==> src/design/scoreboard_pkg.sv <==
package scoreboard_pkg;

    localparam int num_regs = 32;

    typedef logic [1:0] fu_id_t;
    typedef logic [4:0] reg_idx_t;
    typedef logic [4:0] op_code_t;
    typedef logic [2:0] imm_sel_t;
    typedef logic [2:0] wb_sel_t;
    typedef logic [3:0] alu_op_t;
    typedef logic [2:0] mem_bhw_t;

    localparam fu_id_t fu_none = 2'd0;
    localparam fu_id_t fu_alu  = 2'd1;
    localparam fu_id_t fu_mem  = 2'd2;
    localparam fu_id_t fu_jump = 2'd3;

    // alu codes, bit 4 set means second operand is the immediate
    localparam op_code_t op_alu_add   = 5'h01;
    localparam op_code_t op_alu_sub   = 5'h02;
    localparam op_code_t op_alu_and   = 5'h03;
    localparam op_code_t op_alu_or    = 5'h04;
    localparam op_code_t op_alu_xor   = 5'h05;
    localparam op_code_t op_alu_sll   = 5'h06;
    localparam op_code_t op_alu_srl   = 5'h07;
    localparam op_code_t op_alu_slt   = 5'h08;
    localparam op_code_t op_alu_sltu  = 5'h09;
    localparam op_code_t op_alu_sra   = 5'h0a;
    localparam op_code_t op_alu_lui   = 5'h1b;
    localparam op_code_t op_alu_auipc = 5'h1f;  // becomes an add on pc
    localparam op_code_t op_alu_imm   = 5'h10;  // or'd onto a register form

    // mem codes are {0, funct3, write}
    localparam op_code_t op_mem_lb  = 5'b0_000_0;
    localparam op_code_t op_mem_lh  = 5'b0_001_0;
    localparam op_code_t op_mem_lw  = 5'b0_010_0;
    localparam op_code_t op_mem_lbu = 5'b0_100_0;
    localparam op_code_t op_mem_lhu = 5'b0_101_0;
    localparam op_code_t op_mem_sb  = 5'b0_000_1;
    localparam op_code_t op_mem_sh  = 5'b0_001_1;
    localparam op_code_t op_mem_sw  = 5'b0_010_1;

    localparam op_code_t op_jump_beq  = 5'h01;
    localparam op_code_t op_jump_bne  = 5'h02;
    localparam op_code_t op_jump_blt  = 5'h03;
    localparam op_code_t op_jump_bge  = 5'h04;
    localparam op_code_t op_jump_bltu = 5'h05;
    localparam op_code_t op_jump_bgeu = 5'h06;
    localparam op_code_t op_jump_jal  = 5'h07;
    localparam op_code_t op_jump_jalr = 5'h08;

    localparam imm_sel_t imm_i = 3'd1;
    localparam imm_sel_t imm_s = 3'd2;
    localparam imm_sel_t imm_b = 3'd3;
    localparam imm_sel_t imm_u = 3'd4;
    localparam imm_sel_t imm_j = 3'd5;

    localparam wb_sel_t wb_alu  = 3'd0;
    localparam wb_sel_t wb_mem  = 3'd1;
    localparam wb_sel_t wb_jump = 3'd4;

    localparam logic [6:0] opcode_op     = 7'b0110011;
    localparam logic [6:0] opcode_op_imm = 7'b0010011;
    localparam logic [6:0] opcode_load   = 7'b0000011;
    localparam logic [6:0] opcode_store  = 7'b0100011;
    localparam logic [6:0] opcode_branch = 7'b1100011;
    localparam logic [6:0] opcode_lui    = 7'b0110111;
    localparam logic [6:0] opcode_auipc  = 7'b0010111;
    localparam logic [6:0] opcode_jal    = 7'b1101111;
    localparam logic [6:0] opcode_jalr   = 7'b1100111;

endpackage

==> src/design/fu_status_table.sv <==
`timescale 1ns/100ps

module fu_status_table import scoreboard_pkg::*; #(
    parameter int xlen = 32
) (
    input  logic            clk,
    input  logic            rst,
    input  logic [xlen-1:0] pc,
    input  logic [xlen-1:0] imm,
    input  fu_id_t          dec_fu,
    input  op_code_t        dec_op,
    input  reg_idx_t        dec_dst,
    input  reg_idx_t        dec_src1,
    input  reg_idx_t        dec_src2,
    input  logic            jump_done,
    input  logic            is_jump,
    input  logic            alu_done,
    input  logic            mem_done,
    input  fu_id_t          ro_grant,
    input  fu_id_t          wb_grant,
    output logic            is_en,
    output logic            alu_rdy, mem_rdy, jump_rdy,
    output logic            alu_fin, mem_fin, jump_fin,
    output logic            alu_war_ok, mem_war_ok, jump_war_ok,
    output op_code_t        alu_code, mem_code, jump_code,
    output reg_idx_t        alu_dst, mem_dst, jump_dst,
    output reg_idx_t        alu_src1, mem_src1, jump_src1,
    output reg_idx_t        alu_src2, mem_src2, jump_src2,
    output logic [xlen-1:0] alu_pc, mem_pc, jump_pc,
    output logic [xlen-1:0] alu_imm, mem_imm, jump_imm
);

    logic            busy_q [1:3];
    logic            done_q [1:3];
    logic            rdy1_q [1:3];
    logic            rdy2_q [1:3];
    fu_id_t          fu1_q  [1:3];  // producer of src1, none once woken
    fu_id_t          fu2_q  [1:3];
    op_code_t        op_q   [1:3];
    reg_idx_t        dst_q  [1:3];
    reg_idx_t        src1_q [1:3];
    reg_idx_t        src2_q [1:3];
    logic [xlen-1:0] pc_q   [1:3];
    logic [xlen-1:0] imm_q  [1:3];
    logic            war    [1:3];
    fu_id_t          rrs    [num_regs];  // register result status
    logic            ctrl_stall;  // jump in flight
    logic            is_flush;
    logic            normal_stall;
    logic            ro_en;
    logic            issue;
    fu_id_t          fu1_new;
    fu_id_t          fu2_new;

    // structural hazard or waw
    always_comb begin
        normal_stall = (dec_fu != fu_none) && busy_q[dec_fu];
        for (int u = 1; u <= 3; u++) begin
            if (busy_q[u] && dec_dst != '0 && dst_q[u] == dec_dst) begin
                normal_stall = 1'b1;
            end
        end
    end

    assign is_en = is_flush | (~normal_stall & ~ctrl_stall);
    assign ro_en = ~is_flush & ~normal_stall & ~ctrl_stall;
    assign issue = ro_en && (dec_fu != fu_none);

    // a producer retiring this cycle is already ready for the new entry
    assign fu1_new = (rrs[dec_src1] == wb_grant) ? fu_none : rrs[dec_src1];
    assign fu2_new = (rrs[dec_src2] == wb_grant) ? fu_none : rrs[dec_src2];

    // war: no other unit still waits to read this unit's destination
    always_comb begin
        for (int u = 1; u <= 3; u++) begin
            war[u] = 1'b1;
            for (int v = 1; v <= 3; v++) begin
                if (v != u && dst_q[u] != '0) begin
                    if ((src1_q[v] == dst_q[u] && rdy1_q[v]) ||
                        (src2_q[v] == dst_q[u] && rdy2_q[v])) begin
                        war[u] = 1'b0;
                    end
                end
            end
        end
    end

    always_ff @(posedge clk or posedge rst) begin
        if (rst) begin
            ctrl_stall <= 1'b0;
            is_flush   <= 1'b0;
        end else begin
            if (issue && dec_fu == fu_jump) begin
                ctrl_stall <= 1'b1;
            end else if (jump_done) begin
                ctrl_stall <= 1'b0;
            end
            is_flush <= jump_done & is_jump;  // drop the wrong-path slot
        end
    end

    always_ff @(posedge clk or posedge rst) begin
        if (rst) begin
            for (int u = 1; u <= 3; u++) begin
                busy_q[u] <= 1'b0;
                done_q[u] <= 1'b0;
                rdy1_q[u] <= 1'b0;
                rdy2_q[u] <= 1'b0;
                fu1_q[u]  <= fu_none;
                fu2_q[u]  <= fu_none;
            end
            for (int r = 0; r < num_regs; r++) begin
                rrs[r] <= fu_none;
            end
        end else begin
            if (ro_grant != fu_none) begin  // operands read
                rdy1_q[ro_grant] <= 1'b0;
                rdy2_q[ro_grant] <= 1'b0;
            end
            if (alu_done) done_q[fu_alu] <= 1'b1;
            if (mem_done) done_q[fu_mem] <= 1'b1;
            if (jump_done) done_q[fu_jump] <= 1'b1;
            if (wb_grant != fu_none) begin
                busy_q[wb_grant]       <= 1'b0;
                done_q[wb_grant]       <= 1'b0;
                rrs[dst_q[wb_grant]]   <= fu_none;
                for (int u = 1; u <= 3; u++) begin  // raw wakeup
                    if (busy_q[u] && fu1_q[u] == wb_grant) begin
                        rdy1_q[u] <= 1'b1;
                        fu1_q[u]  <= fu_none;
                    end
                    if (busy_q[u] && fu2_q[u] == wb_grant) begin
                        rdy2_q[u] <= 1'b1;
                        fu2_q[u]  <= fu_none;
                    end
                end
            end
            if (issue) begin
                busy_q[dec_fu] <= 1'b1;
                done_q[dec_fu] <= 1'b0;
                fu1_q[dec_fu]  <= fu1_new;
                fu2_q[dec_fu]  <= fu2_new;
                rdy1_q[dec_fu] <= (fu1_new == fu_none);
                rdy2_q[dec_fu] <= (fu2_new == fu_none);
                if (dec_dst != '0) rrs[dec_dst] <= dec_fu;
            end
        end
    end

    always_ff @(posedge clk) begin
        if (issue) begin
            op_q[dec_fu]   <= dec_op;
            dst_q[dec_fu]  <= dec_dst;
            src1_q[dec_fu] <= dec_src1;
            src2_q[dec_fu] <= dec_src2;
            pc_q[dec_fu]   <= pc;
            imm_q[dec_fu]  <= imm;
        end
    end

    assign alu_rdy     = rdy1_q[fu_alu] & rdy2_q[fu_alu];
    assign mem_rdy     = rdy1_q[fu_mem] & rdy2_q[fu_mem];
    assign jump_rdy    = rdy1_q[fu_jump] & rdy2_q[fu_jump];
    assign alu_fin     = done_q[fu_alu];
    assign mem_fin     = done_q[fu_mem];
    assign jump_fin    = done_q[fu_jump];
    assign alu_war_ok  = war[fu_alu];
    assign mem_war_ok  = war[fu_mem];
    assign jump_war_ok = war[fu_jump];
    assign alu_code    = op_q[fu_alu];
    assign mem_code    = op_q[fu_mem];
    assign jump_code   = op_q[fu_jump];
    assign alu_dst     = dst_q[fu_alu];
    assign mem_dst     = dst_q[fu_mem];
    assign jump_dst    = dst_q[fu_jump];
    assign alu_src1    = src1_q[fu_alu];
    assign mem_src1    = src1_q[fu_mem];
    assign jump_src1   = src1_q[fu_jump];
    assign alu_src2    = src2_q[fu_alu];
    assign mem_src2    = src2_q[fu_mem];
    assign jump_src2   = src2_q[fu_jump];
    assign alu_pc      = pc_q[fu_alu];
    assign mem_pc      = pc_q[fu_mem];
    assign jump_pc     = pc_q[fu_jump];
    assign alu_imm     = imm_q[fu_alu];
    assign mem_imm     = imm_q[fu_mem];
    assign jump_imm    = imm_q[fu_jump];

endmodule

==> src/design/grant_arbiter.sv <==
`timescale 1ns/100ps

module grant_arbiter import scoreboard_pkg::*; #(
    parameter int xlen = 32
) (
    input  logic            alu_rdy, mem_rdy, jump_rdy,
    input  logic            alu_fin, mem_fin, jump_fin,
    input  logic            alu_war_ok, mem_war_ok, jump_war_ok,
    input  op_code_t        alu_code, mem_code, jump_code,
    input  reg_idx_t        alu_dst, mem_dst, jump_dst,
    input  reg_idx_t        alu_src1, mem_src1, jump_src1,
    input  reg_idx_t        alu_src2, mem_src2, jump_src2,
    input  logic [xlen-1:0] alu_pc, mem_pc, jump_pc,
    input  logic [xlen-1:0] alu_imm, mem_imm, jump_imm,
    output fu_id_t          ro_grant,
    output fu_id_t          wb_grant,
    output logic            alu_en,
    output logic            mem_en,
    output logic            jump_en,
    output reg_idx_t        rs1_ctrl,
    output reg_idx_t        rs2_ctrl,
    output logic [xlen-1:0] pc_ctrl,
    output logic [xlen-1:0] imm_ctrl,
    output op_code_t        jump_op,
    output alu_op_t         alu_op,
    output logic            alu_use_pc,
    output logic            alu_use_imm,
    output logic            mem_we,
    output mem_bhw_t        mem_bhw,
    output wb_sel_t         write_sel,
    output logic            reg_write,
    output reg_idx_t        rd_ctrl
);

    // read operands, jump first
    always_comb begin
        ro_grant    = fu_none;
        alu_en      = 1'b0;
        mem_en      = 1'b0;
        jump_en     = 1'b0;
        rs1_ctrl    = '0;
        rs2_ctrl    = '0;
        pc_ctrl     = '0;
        imm_ctrl    = '0;
        jump_op     = '0;
        alu_op      = '0;
        alu_use_pc  = 1'b0;
        alu_use_imm = 1'b0;
        mem_we      = 1'b0;
        mem_bhw     = '0;
        if (jump_rdy) begin
            ro_grant = fu_jump;
            jump_en  = 1'b1;
            jump_op  = jump_code;
            rs1_ctrl = jump_src1;
            rs2_ctrl = jump_src2;
            pc_ctrl  = jump_pc;
            imm_ctrl = jump_imm;
        end else if (alu_rdy) begin
            ro_grant    = fu_alu;
            alu_en      = 1'b1;
            alu_use_pc  = (alu_code == op_alu_auipc);
            alu_op      = alu_use_pc ? op_alu_add[3:0] : alu_code[3:0];  // auipc is pc + imm
            alu_use_imm = alu_code[4];
            rs1_ctrl    = alu_src1;
            rs2_ctrl    = alu_src2;
            pc_ctrl     = alu_pc;
            imm_ctrl    = alu_imm;
        end else if (mem_rdy) begin
            ro_grant = fu_mem;
            mem_en   = 1'b1;
            mem_we   = mem_code[0];
            mem_bhw  = mem_code[3:1];
            rs1_ctrl = mem_src1;
            rs2_ctrl = mem_src2;  // store data
            pc_ctrl  = mem_pc;
            imm_ctrl = mem_imm;
        end
    end

    // write-back, same order, each held back until war clears
    always_comb begin
        wb_grant  = fu_none;
        write_sel = wb_alu;
        reg_write = 1'b0;
        rd_ctrl   = '0;
        if (jump_fin && jump_war_ok) begin
            wb_grant  = fu_jump;
            write_sel = wb_jump;
            reg_write = (jump_dst != '0);  // branches free the entry only
            rd_ctrl   = jump_dst;
        end else if (alu_fin && alu_war_ok) begin
            wb_grant  = fu_alu;
            write_sel = wb_alu;
            reg_write = (alu_dst != '0);
            rd_ctrl   = alu_dst;
        end else if (mem_fin && mem_war_ok) begin
            wb_grant  = fu_mem;
            write_sel = wb_mem;
            reg_write = (mem_dst != '0);  // stores have no rd
            rd_ctrl   = mem_dst;
        end
    end

endmodule

==> src/design/inst_decoder.sv <==
`timescale 1ns/100ps

module inst_decoder import scoreboard_pkg::*; (
    input  logic [31:0] inst,
    output fu_id_t      dec_fu,
    output op_code_t    dec_op,
    output reg_idx_t    dec_dst,
    output reg_idx_t    dec_src1,
    output reg_idx_t    dec_src2,
    output imm_sel_t    imm_sel
);

    logic [6:0] opcode;
    logic [2:0] funct3;
    logic [6:0] funct7;
    logic       r_ok;      // legal funct7 for a register form
    logic       shift_ok;  // legal funct7 for an immediate form
    op_code_t   r_op;
    op_code_t   b_op;
    logic       has_unit;

    assign opcode = inst[6:0];
    assign funct3 = inst[14:12];
    assign funct7 = inst[31:25];

    assign r_ok = (funct7 == 7'h00) ||
                  (funct7 == 7'h20 && (funct3 == 3'd0 || funct3 == 3'd5));
    assign shift_ok = (funct3 == 3'd1) ? (funct7 == 7'h00) :
                      (funct3 == 3'd5) ? (funct7 == 7'h00 || funct7 == 7'h20) : 1'b1;

    always_comb begin
        case (funct3)
            3'd0:    r_op = (funct7[5] && opcode == opcode_op) ? op_alu_sub : op_alu_add;
            3'd1:    r_op = op_alu_sll;
            3'd2:    r_op = op_alu_slt;
            3'd3:    r_op = op_alu_sltu;
            3'd4:    r_op = op_alu_xor;
            3'd5:    r_op = funct7[5] ? op_alu_sra : op_alu_srl;
            3'd6:    r_op = op_alu_or;
            default: r_op = op_alu_and;
        endcase
    end

    always_comb begin
        case (funct3)
            3'd0:    b_op = op_jump_beq;
            3'd1:    b_op = op_jump_bne;
            3'd4:    b_op = op_jump_blt;
            3'd5:    b_op = op_jump_bge;
            3'd6:    b_op = op_jump_bltu;
            default: b_op = op_jump_bgeu;
        endcase
    end

    always_comb begin
        dec_fu  = fu_none;
        dec_op  = '0;
        imm_sel = '0;
        case (opcode)
            opcode_op: begin
                dec_fu = r_ok ? fu_alu : fu_none;
                dec_op = r_op;
            end
            opcode_op_imm: begin
                dec_fu  = shift_ok ? fu_alu : fu_none;
                dec_op  = r_op | op_alu_imm;
                imm_sel = imm_i;
            end
            opcode_lui, opcode_auipc: begin
                dec_fu  = fu_alu;
                dec_op  = (opcode == opcode_lui) ? op_alu_lui : op_alu_auipc;
                imm_sel = imm_u;
            end
            opcode_load: begin
                dec_fu  = (funct3 != 3'd3 && funct3 < 3'd6) ? fu_mem : fu_none;
                dec_op  = {1'b0, funct3, 1'b0};  // funct3 is the bhw kind
                imm_sel = imm_i;
            end
            opcode_store: begin
                dec_fu  = (funct3 < 3'd3) ? fu_mem : fu_none;
                dec_op  = {1'b0, funct3, 1'b1};
                imm_sel = imm_s;
            end
            opcode_branch: begin
                dec_fu  = (funct3 != 3'd2 && funct3 != 3'd3) ? fu_jump : fu_none;
                dec_op  = b_op;
                imm_sel = imm_b;
            end
            opcode_jal: begin
                dec_fu  = fu_jump;
                dec_op  = op_jump_jal;
                imm_sel = imm_j;
            end
            opcode_jalr: begin
                dec_fu  = (funct3 == 3'd0) ? fu_jump : fu_none;
                dec_op  = op_jump_jalr;
                imm_sel = imm_i;
            end
            default: ;
        endcase
    end

    // register fields follow from the immediate format; an r-type has none
    assign has_unit = (dec_fu != fu_none);
    assign dec_dst  = (has_unit && imm_sel != imm_s && imm_sel != imm_b) ? inst[11:7] : '0;
    assign dec_src1 = (has_unit && imm_sel != imm_u && imm_sel != imm_j) ? inst[19:15] : '0;
    assign dec_src2 = (has_unit && (imm_sel == '0 || imm_sel == imm_s || imm_sel == imm_b)) ?
                      inst[24:20] : '0;

endmodule

==> src/design/scoreboard_ctrl.sv <==
`timescale 1ns/100ps

module scoreboard_ctrl import scoreboard_pkg::*; #(
    parameter int xlen = 32
) (
    input  logic            clk,
    input  logic            rst,
    input  logic [xlen-1:0] pc,
    input  logic [31:0]     inst,
    input  logic [xlen-1:0] imm,
    input  logic            alu_done,
    input  logic            mem_done,
    input  logic            jump_done,
    input  logic            is_jump,
    output logic            is_en,
    output imm_sel_t        imm_sel,
    output logic            alu_en,
    output logic            mem_en,
    output logic            jump_en,
    output reg_idx_t        rs1_ctrl,
    output reg_idx_t        rs2_ctrl,
    output logic [xlen-1:0] pc_ctrl,
    output logic [xlen-1:0] imm_ctrl,
    output op_code_t        jump_op,
    output alu_op_t         alu_op,
    output logic            alu_use_pc,
    output logic            alu_use_imm,
    output logic            mem_we,
    output mem_bhw_t        mem_bhw,
    output wb_sel_t         write_sel,
    output logic            reg_write,
    output reg_idx_t        rd_ctrl
);

    fu_id_t          dec_fu;
    op_code_t        dec_op;
    reg_idx_t        dec_dst;
    reg_idx_t        dec_src1;
    reg_idx_t        dec_src2;
    fu_id_t          ro_grant;  // one-cycle strobes back to the table
    fu_id_t          wb_grant;
    logic            alu_rdy, mem_rdy, jump_rdy;
    logic            alu_fin, mem_fin, jump_fin;
    logic            alu_war_ok, mem_war_ok, jump_war_ok;
    op_code_t        alu_code, mem_code, jump_code;
    reg_idx_t        alu_dst, mem_dst, jump_dst;
    reg_idx_t        alu_src1, mem_src1, jump_src1;
    reg_idx_t        alu_src2, mem_src2, jump_src2;
    logic [xlen-1:0] alu_pc, mem_pc, jump_pc;
    logic [xlen-1:0] alu_imm, mem_imm, jump_imm;

    // names line up across all three blocks
    inst_decoder dec0 (.*);

    fu_status_table #(
        .xlen(xlen)
    ) table0 (.*);

    grant_arbiter #(
        .xlen(xlen)
    ) arb0 (.*);

endmodule

==> config.mk <==
export PLATFORM = sky130hd
export DESIGN_NAME = scoreboard_ctrl
export DESIGN_NICKNAME = d
export VERILOG_FILES = /design/src/design/scoreboard_pkg.sv /design/src/design/fu_status_table.sv /design/src/design/grant_arbiter.sv /design/src/design/inst_decoder.sv /design/src/design/scoreboard_ctrl.sv
export SDC_FILE = /design/constraint.sdc
export NUM_CORES = 1
export LEC_CHECK = 0
export ABC_AREA = 1
export ABC_CLOCK_PERIOD_IN_PS = 10650
export BUFFER_PORTS_ARGS = -buffer_cell sky130_fd_sc_hd__buf_2
export CORE_ASPECT_RATIO = 1.75
export CORE_UTILIZATION = 63
export CTS_CLUSTER_DIAMETER = 30
export CTS_CLUSTER_SIZE = 10
export DETAILED_ROUTE_END_ITERATION = 10
export GPL_TIMING_DRIVEN = 0
export PLACE_DENSITY_LB_ADDON = 0.25
export SYNTH_ARGS = -nofsm -noshare
export SYNTH_HDL_FRONTEND = slang
export SYNTH_SLANG_ARGS = --single-unit
==> constraint.sdc <==
create_clock -name clk -period 10.65 [get_ports clk]
set_clock_uncertainty 0.15 [all_clocks]
set_input_delay 0.5325 -clock clk [delete_from_list [all_inputs] [get_ports clk]]
set_output_delay 0.5325 -clock clk [all_outputs]
set_load 0.005 [all_outputs]
* After elaboration in Yosys (flattened, before gate mapping)
Memories as Yosys holds them, arrays and structs flattened. Cells that the tools add are included.
Storage, ports and cells: register bits 90, RAM bits 252, input bits 102, output and inout bits 105, memories 6
Operators by class: $lt $le $gt $ge 14, equal/unequal tests 49, multiplexer cells 145, bitwise logic cells 29, reduce and logical (&&, ||, !) cells 73
Memory list:
- table0.imm_q | words 3, bits a word 32, rd ports 3, clocked after Yosys merged registers in 0, write ports 1, line fu_status_table.sv:44 | logic [xlen-1:0] imm_q [1:3];
- table0.pc_q | words 3, bits a word 32, rd ports 3, clocked after Yosys merged registers in 0, write ports 1, line fu_status_table.sv:43 | logic [xlen-1:0] pc_q [1:3];
- table0.dst_q | words 3, bits a word 5, rd ports 4, clocked after Yosys merged registers in 0, write ports 1, line fu_status_table.sv:40 | reg_idx_t dst_q [1:3];
- table0.op_q | words 3, bits a word 5, rd ports 3, clocked after Yosys merged registers in 0, write ports 1, line fu_status_table.sv:39 | op_code_t op_q [1:3];
- table0.src1_q | words 3, bits a word 5, rd ports 3, clocked after Yosys merged registers in 0, write ports 1, line fu_status_table.sv:41 | reg_idx_t src1_q [1:3];
- table0.src2_q | words 3, bits a word 5, rd ports 3, clocked after Yosys merged registers in 0, write ports 1, line fu_status_table.sv:42 | reg_idx_t src2_q [1:3];
Operators by type and width (count):
- $mux 32 | 6
- $mux 64 | 3
- $eq 5x5->1 | 15
- $mux 5 | 13
- $and 64x64->64 | 1
- $bwmux 64 | 1
- $not 64->64 | 1
- $mux 1 | 54
- $mux 2 | 26
- $mux 3 | 16
- $logic_and 1x1->1 | 44
- $pmux 5 s8 | 1
- $pmux 5 s7 | 1
- $reduce_bool 5->1 | 7
- $pmux 3 s5 | 2
- $eq 7x6->1 const B | 4
- $ge 6x6->1 const B | 4
- $mux 6 | 4
- $not 5->6 | 4
- $eq 7x7->1 const B | 3
- $bmux 2 s5 | 2
- $demux 2 s5 | 2
- $eq 2x2->1 | 8
- $mux 4 | 4
- 34 further kinds | 84

* Longest topological paths before layout
An unclocked memory read counts as a cell.
depth in word-level cells 24, gate-level depth with buffers 24, depth with buffers taken out 22

* Modules after synthesis
From an unflattened synthesis, not the netlist that was laid out.
Second synthesis, totals: cell total of the unflattened synthesis 1897, area total of the unflattened synthesis 16839.9 µm²
Modules (own cells, without submodules):
- fu_status_table | instances 1, cells an instance 1354, area each 14500.2 µm², sequential area each 9939.5 µm²
- grant_arbiter | instances 1, cells an instance 409, area each 1729.2 µm², sequential area each 0.0 µm²
- inst_decoder | instances 1, cells an instance 134, area each 610.6 µm², sequential area each 0.0 µm²

* Worst setup path before layout
OpenSTA, ideal clock, no wires.
kind input-to-reg, start in inst[12], end reg table0.fu2_q[4] in the netlist's numbering, data arrival time 6.225 ns, required time 10.170 ns, path slack 3.945 ns, stages on the path 16, path buffers 1, cell sequence buf_4 -> inv_2 -> nand2_1 -> nor2_1 -> o21ai_2 -> nand2_2 -> nor2_4 -> nand3_4 -> nand3_2 -> inv_1 -> nor2_1 -> nand3_1 -> nand2_1 -> nand3_2 -> nor2_1 -> o21ai_0
On the way: longest elaborated chain between the ends 21, elaborated cells between the ends (all ways) 62, those cells by class order compare: 4; eq/ne: 8; mux: 25; bitwise: 5; reduce/logical: 20
RTL lines:
- start: declaration | line scoreboard_ctrl.sv:9 | input logic [31:0] inst,
- parallel branches: the longest is 5 deep, another holds $lt 3x3->1
- $pmux 2 s8 * | line inst_decoder.sv:59 | case (opcode)
- $reduce_bool 2->1 * | line inst_decoder.sv:104 | assign has_unit = (dec_fu != fu_none);
- $logic_and 1x1->1 * (2 in series) | line inst_decoder.sv:105 | assign dec_dst = (has_unit && imm_sel != imm_s && imm_sel != imm_b) ? inst[11:7] : '0;
- $mux 5 * | line inst_decoder.sv:105
- via dec0.dec_dst[4] | line inst_decoder.sv:7 | output reg_idx_t dec_dst,
- $reduce_bool 5->1 | line fu_status_table.sv:59 | if (busy_q[u] && dec_dst != '0 && dst_q[u] == dec_dst) begin
- $logic_and 1x1->1 (2 in series) | line fu_status_table.sv:59
- $mux 1 (2 in series) | line fu_status_table.sv:59
- $mux 1 * | line fu_status_table.sv:59
- $not 1->1 * | line fu_status_table.sv:66 | assign ro_en = ~is_flush & ~normal_stall & ~ctrl_stall;
- $and 1x1->1 * (2 in series) | line fu_status_table.sv:66
- $logic_and 1x1->1 * | line fu_status_table.sv:67 | assign issue = ro_en && (dec_fu != fu_none);
- $mux 6 * | line fu_status_table.sv:138 | if (issue) begin
- end signal: indexed assignment | line fu_status_table.sv:110 | fu2_q[u] <= fu_none;
- end signal: indexed assignment | line fu_status_table.sv:134 | fu2_q[u] <= fu_none;
- end signal: indexed assignment | line fu_status_table.sv:142 | fu2_q[dec_fu] <= fu2_new;
- end: declaration | line fu_status_table.sv:38 | fu_id_t fu2_q [1:3];
Mark *: on every way through the listed nets, which the timed path passes. The select of a mux whose other input is x is not followed. A chain may end at the register's enable or synchronous reset.

* Final worst setup path
start in inst[13], end mem table0.pc_q[1][18] (enable)
On the way: longest elaborated chain between the ends 22, elaborated cells between the ends (all ways) 49, those cells by class order compare: 2; eq/ne: 7; mux: 18; bitwise: 4; reduce/logical: 18
RTL lines:
- parallel branches: the longest is 5 deep, another holds $lt 3x3->1
- $pmux 2 s8 * | line inst_decoder.sv:59
- $reduce_bool 2->1 * | line inst_decoder.sv:104
- $logic_and 1x1->1 * (2 in series) | line inst_decoder.sv:105
- $mux 5 * | line inst_decoder.sv:105
- via dec0.dec_dst[0] | line inst_decoder.sv:7
- $reduce_bool 5->1 | line fu_status_table.sv:59
- $logic_and 1x1->1 (2 in series) | line fu_status_table.sv:59
- $mux 1 (2 in series) | line fu_status_table.sv:59
- $mux 1 * | line fu_status_table.sv:59
- $not 1->1 * | line fu_status_table.sv:66
- $and 1x1->1 * (2 in series) | line fu_status_table.sv:66
- $logic_and 1x1->1 * | line fu_status_table.sv:67
- $mux 1 * | line fu_status_table.sv:151 | if (issue) begin
- $mux 1 (implied by the code) * | line fu_status_table.sv:156 | pc_q[dec_fu] <= pc;
- end: declaration | line fu_status_table.sv:43
Marked as above.

==> qor.csv <==
stage,metric,value,unit
run_status,status,"complete, no violations",
sta,period_minus_slack,4.94,ns
die,dieArea,27500,sq um
place,portBuffers,203,
hold_path,holdPathStages,3,
global_route,overflow,0,
pwr,p_leak,0.00846,uW
die,io_pins,207,
pwr,power.switching,1190,uW
pwr,swShare,31.1,%
worst_setup_path,critPathMaxFanout,31,
worst_setup_path,arrival,5.03,ns
logic_synthesis,synth_edf_count,256,
route,drc,0,
sta,fin_crit_sh,46.3,%
clocking,cts_resized,0,
clocking,htreeDepth,2,
pwr,cellInternalPower,2620,uW
logic_synthesis,async_flop_share,26.0,%
sta,tightest_slew,1.32,ns
logic_synthesis,synthMostInstantiatedCell,nand2_1,
logic_synthesis,avgSynthCellArea,9.13,sq um
logic_synthesis,yosys_warnings,0,
logic_synthesis,synth.distinct_cells,41,
clocking,root_buffer,clkbuf_16,
worst_setup_path,critPathLaunchType,primary input,
die,start_util,64.5,%
clocking,cts_buffers,47,
logic_synthesis,yosysSeqAreaShare,58.9,%
global_route,antenna_found_initial,6,
route,wire_per_inst,25.7,microns
die,die_h,219,microns
sta,drv_slew,0,
logic_synthesis,syn_area,16900,sq um
route,routed_wl,63400,microns
sta,max_freq,203,MHz
hold_path,hp-class,primary input to flip-flop,
clocking,ctsHoldBuffers,1,
worst_setup_path,crit_start,inst[13],
global_route,grt_usage,47.4,%
pwr,cellPowerDensity,190,nW/um^2
clocking,cts_max_path_buffers,3,
logic_synthesis,ys_ff_latch,346,
place,dp_slack,5.52,ns
logic_synthesis,ys.flop_type,edfxtp_1,
route,firstDrtPassIters,6,
final_layout,num-nets-final,2217,
worst_setup_path,required,10.74,ns
pwr,power_frac_comb,19.2,%
clocking,cts_tree,built,
clocking,cts_sinks,346,
logic_synthesis,ys_top_cells_by_area,"edfxtp_1, dfrtp_1, nand2_1",
die,core_area,26200,sq um
route,vias,16000,
route,drt_iter0_drc,1779,
final_layout,n_fill_cell,1707,
worst_setup_path,critPathKind,primary input to flip-flop,
global_route,grt_pass1_wl,94800,microns
logic_synthesis,yosysTopAreaCellShare,45.5,%
route,ant_nets,0,
place,place_hpwl,42800,microns
clocking,clk_latency,0.56,ns
sta,rsz0062_at_grt,no,
pwr,peakVddDrop,175,uV
sta,whs,0.0125,ns
sta,relSlewSlack,12.2,%
global_route,grt_max_degree,58,
die,num_rows,78,
sta,setup_ws,5.71,ns
worst_setup_path,reg2regPathDepth,19,
worst_setup_path,crit_path_end_kind,flip-flop,
final_layout,instances_no_fill,2470,
clocking,clkTransAtPathRegs,0.05,ns
final_layout,area_growth,18.6,%
logic_synthesis,yosysTopAreaCell,edfxtp_1,
place,gp_congestion,1.11,
pwr,seqPwrFrac,42.0,%
final_layout,drive_gt1_share,17.0,%
global_route,grt_pass1_vias,16100,
pwr,p_clk_share,38.8,%
run,maxCapViolCount,0,
worst_setup_path,regToRegStartpoint,table0.dst_q[3][0]$_DFFE_PP_,
sta,hold_viol,0,
place,dp.cells,2385,
die,die_x,126,microns
route,vias_per_cell,6.48,
hold_path,hp-start,is_jump,
sta,setup_tns,0,ns
logic_synthesis,syn_inst,1848,
clocking,postCtsSetupBuffers,0,
logic_synthesis,synthTopCellsByCount,"nand2_1, nand3_1, edfxtp_1, nor2_1, inv_1",
sta,setup_violations,0,
## through the flow
step           util, %  total power (uW)  instance area, sq um
2_1_floorplan        -              2010                 16900
3_3_place_gp      70.0              2280                 18300
3_5_place_dp      70.9              2310                 18500
4_1_cts           76.4              3750                 20000
6_report          76.5              3810                 20000
5_1_grt           76.5              3920                 20000
## cell usage in the layout (no fill, tap or decap), types with 7 or more instances in the layout
cell	count
a21oi_1	42
a221oi_1	10
buf_2	225
buf_4	7
clkbuf_1	51
clkbuf_16	48
dfrtp_1	90
edfxtp_1	256
inv_1	137
inv_2	16
nand2_1	541
nand2_2	7
nand3_1	276
nand3_2	8
nand4_1	41
nor2_1	143
nor2_4	7
nor3_1	12
o211ai_1	13
o21ai_0	49
o21ai_1	30
o221ai_1	13
o22ai_1	21
xor2_1	23
## routing by layer
metal / up-vias / GRT usage [%] / part of all wire, %
met5: - / 1.10 / 0.022
met4: 2 / 44.9 / 12
met3: 515 / 14.7 / 10
met2: 1276 / 81.7 / 49
met1: 7325 / 44.0 / 29
li1: 6884 / - / -
## worst max-delay path, stage by stage
cell and delay (ns):
buf_2 0.17, nand2_1 0.13, inv_1 0.09, nor2_1 0.04, nand4_1 0.09, nand2_1 0.31
nor2_4 0.37, nand3_4 0.22, nand3_2 0.22, inv_2 0.09, nor2_1 0.55, nand3_1 0.17
nand2_1 0.28, nand3_2 0.29, nor2_4 0.85, buf_12 0.31, buf_12 0.24
## final timing paths
kind,to,slack [ns]
min in group asynchronous,table0.fu1_q[0]$_DFF_PP0_,0.39
setup reg to reg,table0.rrs[38]$_DFF_PP0_,6.22
hold / removal,table0.is_flush$_DFF_PP0_,0.01
setup / recovery,table0.pc_q[1][18]$_DFFE_PP_,5.71
max in group asynchronous,table0.rrs[18]$_DFF_PP0_,9.25
hold reg to reg,table0.fu1_q[3]$_DFF_PP0_,0.39
## registers in the layout, indices dropped and copies added, names as in the netlist
register,count
table0.rdy1_q,3
table0.fu2_q,6
table0.pc_q,96
table0.dst_q,20
table0.rrs,64
table0.imm_q,96
table0.mem_fin,1
table0.ctrl_stall,1
table0.is_flush,1
table0.fu1_q,6
table0.busy_q,3
table0.src2_q,15
table0.src1_q,15
table0.op_q,14
table0.jump_fin,1
table0.rdy2_q,3
table0.alu_fin,1
## area by class of cell
type | instances | area (sq um) | area share, %
repair buffers | 213 | 1230 | 6.14
well taps | 320 | 400 | 2.00
clock inverters | 16 | 173 | 0.863
flip-flops and latches | 346 | 9940 | 49.7
inverters | 157 | 592 | 2.96
clock buffers | 62 | 1270 | 6.37
plain buffers | 71 | 337 | 1.68
diodes | 6 | 15.0 | 0.0750
multi-input cells | 1279 | 6050 | 30.2
## logic make-up (layout without fill, tap and decap cells)
kind of cell	count (synthesis)	after routing	synth area share (%)
flops	346	346	58.9
simple gates	1055	1055	27.4
xor+xnor	28	28	1.45
other cells	1	12	0.0222
compound gates	190	190	6.72
buf+inv	228	519	5.49
## power by group through the flow
stage,clock (uW),combinational (uW),sequential (uW)
floorplan,0,424,1590
global placement,0,666,1620
detailed placement,0,687,1620
CTS,1460,699,1590
global route,1520,799,1600
finish,1480,731,1600
(Power assumes the default switching activity.)
